<file path="src/alu_pkg.sv">
`default_nettype none

// ---------------------------------------------------------------------------
// shared widths, encodings and types for the bit-sliced ALU
// ---------------------------------------------------------------------------

package alu_pkg;

	localparam int unsigned ALU_WIDTH = 32; // operand and result width, one word
	localparam int unsigned ALU_MSB   = ALU_WIDTH - 1; // sign bit position
	localparam int unsigned ALU_OP_W  = 3; // command field is three bits wide
	localparam int unsigned ALU_SEL_W = 3; // slice result select is three bits wide

	// command encoding as seen on command_i
	typedef enum logic [ALU_OP_W-1:0] {
		OP_ADD  = 3'd0,
		OP_SUB  = 3'd1,
		OP_XOR  = 3'd2,
		OP_SLT  = 3'd3, // signed set-less-than, only bit 0 can be set
		OP_AND  = 3'd4,
		OP_NAND = 3'd5,
		OP_NOR  = 3'd6,
		OP_OR   = 3'd7
	} alu_op_e;

	// which per-bit result each slice forwards
	// ADD, SUB and SLT all share the adder output
	typedef enum logic [ALU_SEL_W-1:0] {
		SEL_SUM  = 3'd0,
		SEL_XOR  = 3'd1,
		SEL_AND  = 3'd2,
		SEL_NAND = 3'd3,
		SEL_NOR  = 3'd4,
		SEL_OR   = 3'd5
	} alu_sel_e;

	typedef logic [ALU_WIDTH-1:0] alu_word_t; // one data word

endpackage

`default_nettype wire

</file>
<file path="src/alu_ctrl_if.sv">
`timescale 1ns/1ps
`default_nettype none

// decoded control lines shared by the decoder, every slice and the result stage
interface alu_ctrl_if;
	import alu_pkg::*;

	alu_sel_e sel; // result select inside each slice
	logic     sub; // invert B and carry a one into bit 0
	logic     slt_mode; // only SLT squashes the result down to one bit
	logic     arith_mode; // only ADD and SUB report carryout and overflow

	// the decoder owns all four lines
	modport decode (output sel, output sub, output slt_mode, output arith_mode);

	// a slice only needs to know what to pick and whether to subtract
	modport slice (input sel, input sub);

	// the output stage conditions the flags and the SLT result
	modport result (input slt_mode, input arith_mode);

endinterface

`default_nettype wire

</file>
<file path="src/alu_bitslice.sv">
`timescale 1ns/1ps
`default_nettype none

// one bit of the ALU
// a full adder for the arithmetic ops plus the five bitwise ops, muxed by sel
module alu_bitslice (
	input  logic     a_i, // operand A bit
	input  logic     b_i, // operand B bit, not yet inverted
	input  logic     carry_i, // carry from the slice below, or sub at bit 0
	alu_ctrl_if.slice ctrl,
	output logic     result_o, // selected result bit, before SLT conditioning
	output logic     carry_o // adder carry into the slice above
);
	import alu_pkg::*;

	logic b_eff; // B after optional inversion for subtract
	logic a_xor_b; // half-sum, shared by the adder and the XOR op
	logic sum_bit;
	logic gen; // carry generate
	logic prop_carry; // carry propagated through this bit

	// ---------------------------------------------------------------------
	// arithmetic
	// ---------------------------------------------------------------------
	assign b_eff      = b_i ^ ctrl.sub; // subtract feeds ~B into the adder
	assign a_xor_b    = a_i ^ b_eff;
	assign sum_bit    = a_xor_b ^ carry_i;
	assign gen        = a_i & b_eff;
	assign prop_carry = a_xor_b & carry_i;
	assign carry_o    = gen | prop_carry; // ripples regardless of the selected op

	// ---------------------------------------------------------------------
	// result select
	// ---------------------------------------------------------------------
	// the bitwise ops use the raw B bit, the inversion only matters to the adder
	always_comb begin
		case (ctrl.sel)
			SEL_SUM:  result_o = sum_bit; // ADD, SUB and SLT
			SEL_XOR:  result_o = a_i ^ b_i;
			SEL_AND:  result_o = a_i & b_i;
			SEL_NAND: result_o = ~(a_i & b_i);
			SEL_NOR:  result_o = ~(a_i | b_i);
			SEL_OR:   result_o = a_i | b_i;
			default:  result_o = 1'b0; // selects 6 and 7 are never decoded
		endcase
	end

endmodule

`default_nettype wire

</file>
<file path="src/alu_ctrl_decode.sv">
`timescale 1ns/1ps
`default_nettype none

// ---------------------------------------------------------------------------
// command lookup table
// ---------------------------------------------------------------------------
// one copy for the whole ALU, the slices and the result stage read its lines
// through the control interface

module alu_ctrl_decode (
	input  alu_pkg::alu_op_e command_i, // command sampled with the operands
	alu_ctrl_if.decode       ctrl
);
	import alu_pkg::*;

	always_comb begin
		// defaults describe a plain logic operation
		ctrl.sel        = SEL_SUM;
		ctrl.sub        = 1'b0;
		ctrl.slt_mode   = 1'b0;
		ctrl.arith_mode = 1'b0;
		case (command_i)
			OP_ADD: begin
				ctrl.sel        = SEL_SUM;
				ctrl.arith_mode = 1'b1;
			end
			OP_SUB: begin
				ctrl.sel        = SEL_SUM;
				ctrl.sub        = 1'b1; // A + ~B + 1
				ctrl.arith_mode = 1'b1;
			end
			OP_SLT: begin
				ctrl.sel      = SEL_SUM; // sign of A - B decides the answer
				ctrl.sub      = 1'b1;
				ctrl.slt_mode = 1'b1; // flags stay quiet, not arithmetic mode
			end
			OP_XOR:  ctrl.sel = SEL_XOR;
			OP_AND:  ctrl.sel = SEL_AND;
			OP_NAND: ctrl.sel = SEL_NAND;
			OP_NOR:  ctrl.sel = SEL_NOR;
			OP_OR:   ctrl.sel = SEL_OR;
			default: ctrl.sel = SEL_SUM; // unreachable with a 3-bit enum
		endcase
	end

endmodule

`default_nettype wire

</file>
<file path="src/alu_result_stage.sv">
`timescale 1ns/1ps
`default_nettype none

// ---------------------------------------------------------------------------
// output conditioning and registers
// ---------------------------------------------------------------------------
// takes the raw slice outputs and the two carries around the MSB, builds the
// SLT answer and the flags, and registers everything on the rising edge

module alu_result_stage (
	input  logic               clk_i,
	input  logic               rst_n_i, // synchronous, active low
	input  alu_pkg::alu_word_t raw_result_i, // straight out of the slices
	input  logic               carry_msb_in_i, // carry into the MSB slice
	input  logic               carry_out_i, // carry out of the MSB slice
	alu_ctrl_if.result         ctrl,
	output alu_pkg::alu_word_t result_o,
	output logic               carryout_o,
	output logic               zero_o,
	output logic               overflow_o
);
	import alu_pkg::*;

	logic      overflow_raw; // signed overflow of whatever the adder did
	logic      neg_overflow; // A negative, B positive and A - B wrapped positive
	logic      msb_negative; // result sign when there was no overflow
	logic      less_than; // A < B as signed numbers, valid when sub was set
	alu_word_t result_next; // conditioned result, D input of the register
	logic      carryout_next;
	logic      overflow_next;
	logic      zero_next;

	// ---------------------------------------------------------------------
	// overflow and the signed comparison
	// ---------------------------------------------------------------------
	assign overflow_raw = carry_msb_in_i ^ carry_out_i; // carries around the MSB disagree

	// carry out without carry in means the true difference is negative
	assign neg_overflow = carry_out_i & ~carry_msb_in_i;
	assign msb_negative = ~overflow_raw & raw_result_i[ALU_MSB];
	assign less_than    = neg_overflow | msb_negative;

	always_comb begin
		if (ctrl.slt_mode) begin
			result_next = '0; // only bit 0 carries the comparison
			result_next[0] = less_than;
		end else begin
			result_next = raw_result_i;
		end
	end

	// flags are meaningful only for ADD and SUB
	assign carryout_next = carry_out_i & ctrl.arith_mode;
	assign overflow_next = overflow_raw & ctrl.arith_mode;
	assign zero_next     = ~|result_next; // taken after SLT conditioning

	// ---------------------------------------------------------------------
	// output registers
	// ---------------------------------------------------------------------
	always_ff @(posedge clk_i) begin
		if (!rst_n_i) begin
			result_o   <= '0;
			carryout_o <= 1'b0;
			overflow_o <= 1'b0;
			zero_o     <= 1'b1; // consistent with the cleared result
		end else begin
			result_o   <= result_next;
			carryout_o <= carryout_next;
			overflow_o <= overflow_next;
			zero_o     <= zero_next;
		end
	end

endmodule

`default_nettype wire

</file>
<file path="src/alu_top.sv">
`timescale 1ns/1ps
`default_nettype none

// 32-bit ALU top level
// operands and command are taken on every rising edge, results one edge later
module alu_top (
	input  logic               clk_i,
	input  logic               rst_n_i,
	input  alu_pkg::alu_word_t operand_a_i,
	input  alu_pkg::alu_word_t operand_b_i,
	input  alu_pkg::alu_op_e   command_i,
	output alu_pkg::alu_word_t result_o,
	output logic               carryout_o,
	output logic               zero_o, // high when result_o is all zeros
	output logic               overflow_o
);
	import alu_pkg::*;

	alu_ctrl_if ctrl (); // decoded lines for the slices and the output stage

	logic [ALU_WIDTH:0] carry; // carry[0] is the chain input, carry[ALU_WIDTH] the carryout
	alu_word_t          raw_result; // slice outputs before SLT conditioning

	alu_ctrl_decode u_decode (
		.command_i (command_i),
		.ctrl      (ctrl.decode)
	);

	// ---------------------------------------------------------------------
	// slice array and ripple carry chain
	// ---------------------------------------------------------------------
	assign carry[0] = ctrl.sub; // the +1 of two's complement subtract

	for (genvar i = 0; i < ALU_WIDTH; i++) begin : g_slice
		alu_bitslice u_slice (
			.a_i      (operand_a_i[i]),
			.b_i      (operand_b_i[i]),
			.carry_i  (carry[i]),
			.ctrl     (ctrl.slice),
			.result_o (raw_result[i]),
			.carry_o  (carry[i+1])
		);
	end

	// the stage needs both carries around the MSB for overflow and SLT
	alu_result_stage u_result (
		.clk_i          (clk_i),
		.rst_n_i        (rst_n_i),
		.raw_result_i   (raw_result),
		.carry_msb_in_i (carry[ALU_WIDTH-1]),
		.carry_out_i    (carry[ALU_WIDTH]),
		.ctrl           (ctrl.result),
		.result_o       (result_o),
		.carryout_o     (carryout_o),
		.zero_o         (zero_o),
		.overflow_o     (overflow_o)
	);

endmodule

`default_nettype wire

</file>
<file path="config.mk">
export PLATFORM = sky130hd
export DESIGN_NAME = alu_top
export DESIGN_NICKNAME = d
export VERILOG_FILES = /design/src/alu_pkg.sv /design/src/alu_ctrl_if.sv /design/src/alu_bitslice.sv /design/src/alu_ctrl_decode.sv /design/src/alu_result_stage.sv /design/src/alu_top.sv
export SDC_FILE = /design/constraint.sdc
export NUM_CORES = 1
export LEC_CHECK = 0
export BUFFER_PORTS_ARGS = -buffer_cell sky130_fd_sc_hd__buf_2
export CORE_MARGIN = 5
export CORE_UTILIZATION = 35
export DETAILED_ROUTE_END_ITERATION = 10
export PLACE_DENSITY_LB_ADDON = 0.25
export SLEW_MARGIN = 20
export SYNTH_ARGS = -nofsm -noshare
export SYNTH_HDL_FRONTEND = slang
export SYNTH_HIERARCHICAL = 1
export SYNTH_SLANG_ARGS = --single-unit
</file>
<file path="constraint.sdc">
create_clock -name clk_i -period 23 [get_ports clk_i]
set_input_delay 1.15 -clock clk_i [delete_from_list [all_inputs] [get_ports clk_i]]
set_output_delay 1.15 -clock clk_i [all_outputs]
set_load 0.01 [all_outputs]
</file>
==> out/metrics.yaml <==
via_count: 3801
clockBufferDepth: 2
setup_violations: 0
instances_no_fill: 778
grt_first_pass_wirelength_um: 19620
num_antenna_cells: 0
num_rows: 43
avgSynthCellArea_um2: 10.22
min_path_type: "in -> reg"
worstHoldStart: "rst_n_i"
peakVddDrop_v: 0.00002838
rsz0062_at_grt: "false"
arrival_ps: 16870
fin_crit_sh_pct: 72.49
cts-root-buf: "clkbuf_16"
relSlewSlack_pct: 28.21
worst-path-max-fanout: 34
hold_path_end: "u_result/overflow_o"
layout_common_cells: "buf_2, xor2_1, inv_1, ha_1, nand3b_1"
required_ps: 23200
p_leak_nw: 2.973
h-tree-depth: 2
io_pins: 104
post-place-cells: 769
clk_pin_slew_worst_paths_ps: 60
cts_tree: "built"
critPathCaptureType: "register"
drv_slew: 0
max-cap-violations: 0
critPathSlowestCell: "buf_4"
design_area_um2: 5906
max_stage_delay_ps: 480
final_nets: 763
track_usage_pct: 14.72
antenna_found_initial: 1
ys_ff_latch: 35
routedWlPerCell_um: 15.20
overflow: 0
placed_area_um2: 5748
initial_core_util_pct: 35.69
fp.dieW_um: 129.0
ctsResizeCount: 0
syn_area_um2: 4955
fin_crit_ps: 16670
layout_commonest_cell: "buf_2"
final_util_pct: 42.55
cp-start-kind: "input pin"
worstSetupPathType: "in -> reg"
drc: 0
synth_nets: 651
die_y_um: 129.0
p_per_area_nw_per_um2: 45.95
grt_pass1_vias: 3998
timing_hold_violations_final: 0
drtAntennaViolNets: 0
gp_congestion: 0.7573
clock_sinks: 35
cts_buffers: 5
cp_common_cell: "fa_1"
min_path_cells: 3
routed_wl_um: 11830
syn_inst: 485
hold_buffers: 0
initialDrtViolationCount: 192
syn2layout_area_growth_pct: 19.19
max_clock_freq_ghz: 0.05998
yosys_warnings: 6
setup_tns_ps: 0
status: "completed"
grt_max_degree: 97
drive_gt1_share_pct: 26.09
routed_via_density: 4.886
first_pass_iters: 4
die-area_um2: 16640
dp.final_hpwl_um: 8856
post_cts_buffers: 0
synth.distinct_cells: 25
design.core.area_um2: 13880
tightest_slew_ps: 1077
io_buffers: 103
ys_seq_area_share_pct: 14.14
==> report_power, final <==
group          internal [W]  switching (W)
clock             0.0000401      0.0000286
combinational     0.0000598      0.0000727
sequential        0.0000681     0.00000200
==> registers in the layout, indices dropped and copies added (netlist names) <==
register,count
u_result/carryout_o,1
u_result/overflow_o,1
u_result/zero_o,1
u_result/result_o,32
==> kinds of logic (layout without fill, tap and decap cells) <==
kind of cell | count (synthesis) | count (layout) | share of synthesized area, %
AND/OR/NAND/NOR | 120 | 120 | 16.89
adder cells (fa/ha/maj) | 97 | 97 | 29.34
XOR/XNOR | 96 | 96 | 16.97
buffers and inverters | 70 | 183 | 5.303
AO/OA/AOI/OAI | 35 | 35 | 10.88
flip-flops | 35 | 35 | 14.14
multiplexers | 32 | 32 | 6.465
==> synthesized netlist by cell type <==
library cell  count  area (um^2)
mux2i_1          32        320.3
o31ai_1           1        7.510
nand2_1           4        15.01
nand3b_1         64        480.5
nand2b_1          1        6.260
dfxtp_1          35        700.7
nor2_1            4        15.01
nor2b_2           1        8.760
xor2_1           96        840.8
ha_1             65        813.3
o311ai_2         32        520.5
fa_1             32        640.6
and2_2            1        7.510
nand3_1           1        5.000
nand4_1           1        6.260
inv_1            67        251.5
a31oi_1           1        6.260
and2_1           32        200.2
and3_1            1        6.260
nor3_1            1        5.000
o21ai_0           1        5.000
clkbuf_1          3        11.26
nor2b_1           2        12.51
nor4_1            3        18.77
nor4_2            4        50.05
==> per-layer routing <==
metal  share of wire (%)  global-route usage (%)  wire [um]  vias to the layer above
li1                    -                       -          -                     1865
met1                  45                   18.33       5298                     1856
met2                  50                   26.10       5898                       70
met3                 4.2                   2.906        491                        8
met4                 1.1                   3.521        125                        2
met5                0.11                       0         13                        -
==> stage by stage <==
| step | hold slack [ps] | setup slack, ps | total power [W] |
|---|---|---|---|
| 2_1_floorplan | 1270 | 5665 | 0.0001686 |
| 3_3_place_gp | 1405 | 6126 | 0.0002011 |
| 3_5_place_dp | 1413 | 5848 | 0.0002046 |
| 4_1_cts | 1095 | 6119 | 0.0002767 |
| 5_1_grt | 1106 | 5518 | 0.0002951 |
| 6_report | 1106 | 6327 | 0.0002714 |
==> how the worst max path moves through the flow <==
stage	startpoint	endpoint	slack [ps]	depth (start not counted)
6_report	command_i[2]	u_result/zero_o	6330	41
2_1_floorplan	command_i[0]	u_result/zero_o	5660	39
5_1_grt	command_i[2]	u_result/zero_o	5520	41
3_5_place_dp	command_i[2]	u_result/zero_o	5850	41
3_3_place_gp	command_i[2]	u_result/zero_o	6130	41
4_1_cts	command_i[2]	u_result/zero_o	6120	41
==> critical path: cells and delay by family <==
kind | cells | cell delay, ps
buffers and inverters | 2 | 630
AND/OR/NAND/NOR | 3 | 540
XOR/XNOR | 1 | 150
AO/OA/AOI/OAI | 2 | 400
adder cells (fa/ha/maj) | 32 | 13780
multiplexers | 1 | 180
==> layout make-up <==
class                   count  area, um^2
well taps                 180       225.2
fillers                  1408        7975
clock inverters             1       5.005
clock buffers               7       132.6
inverters                  67       251.5
flip-flops and latches     35       700.7
multi-input cells         380        4025
repair buffers            108       565.5
No activity file was read; power rests on OpenSTA's default activity.
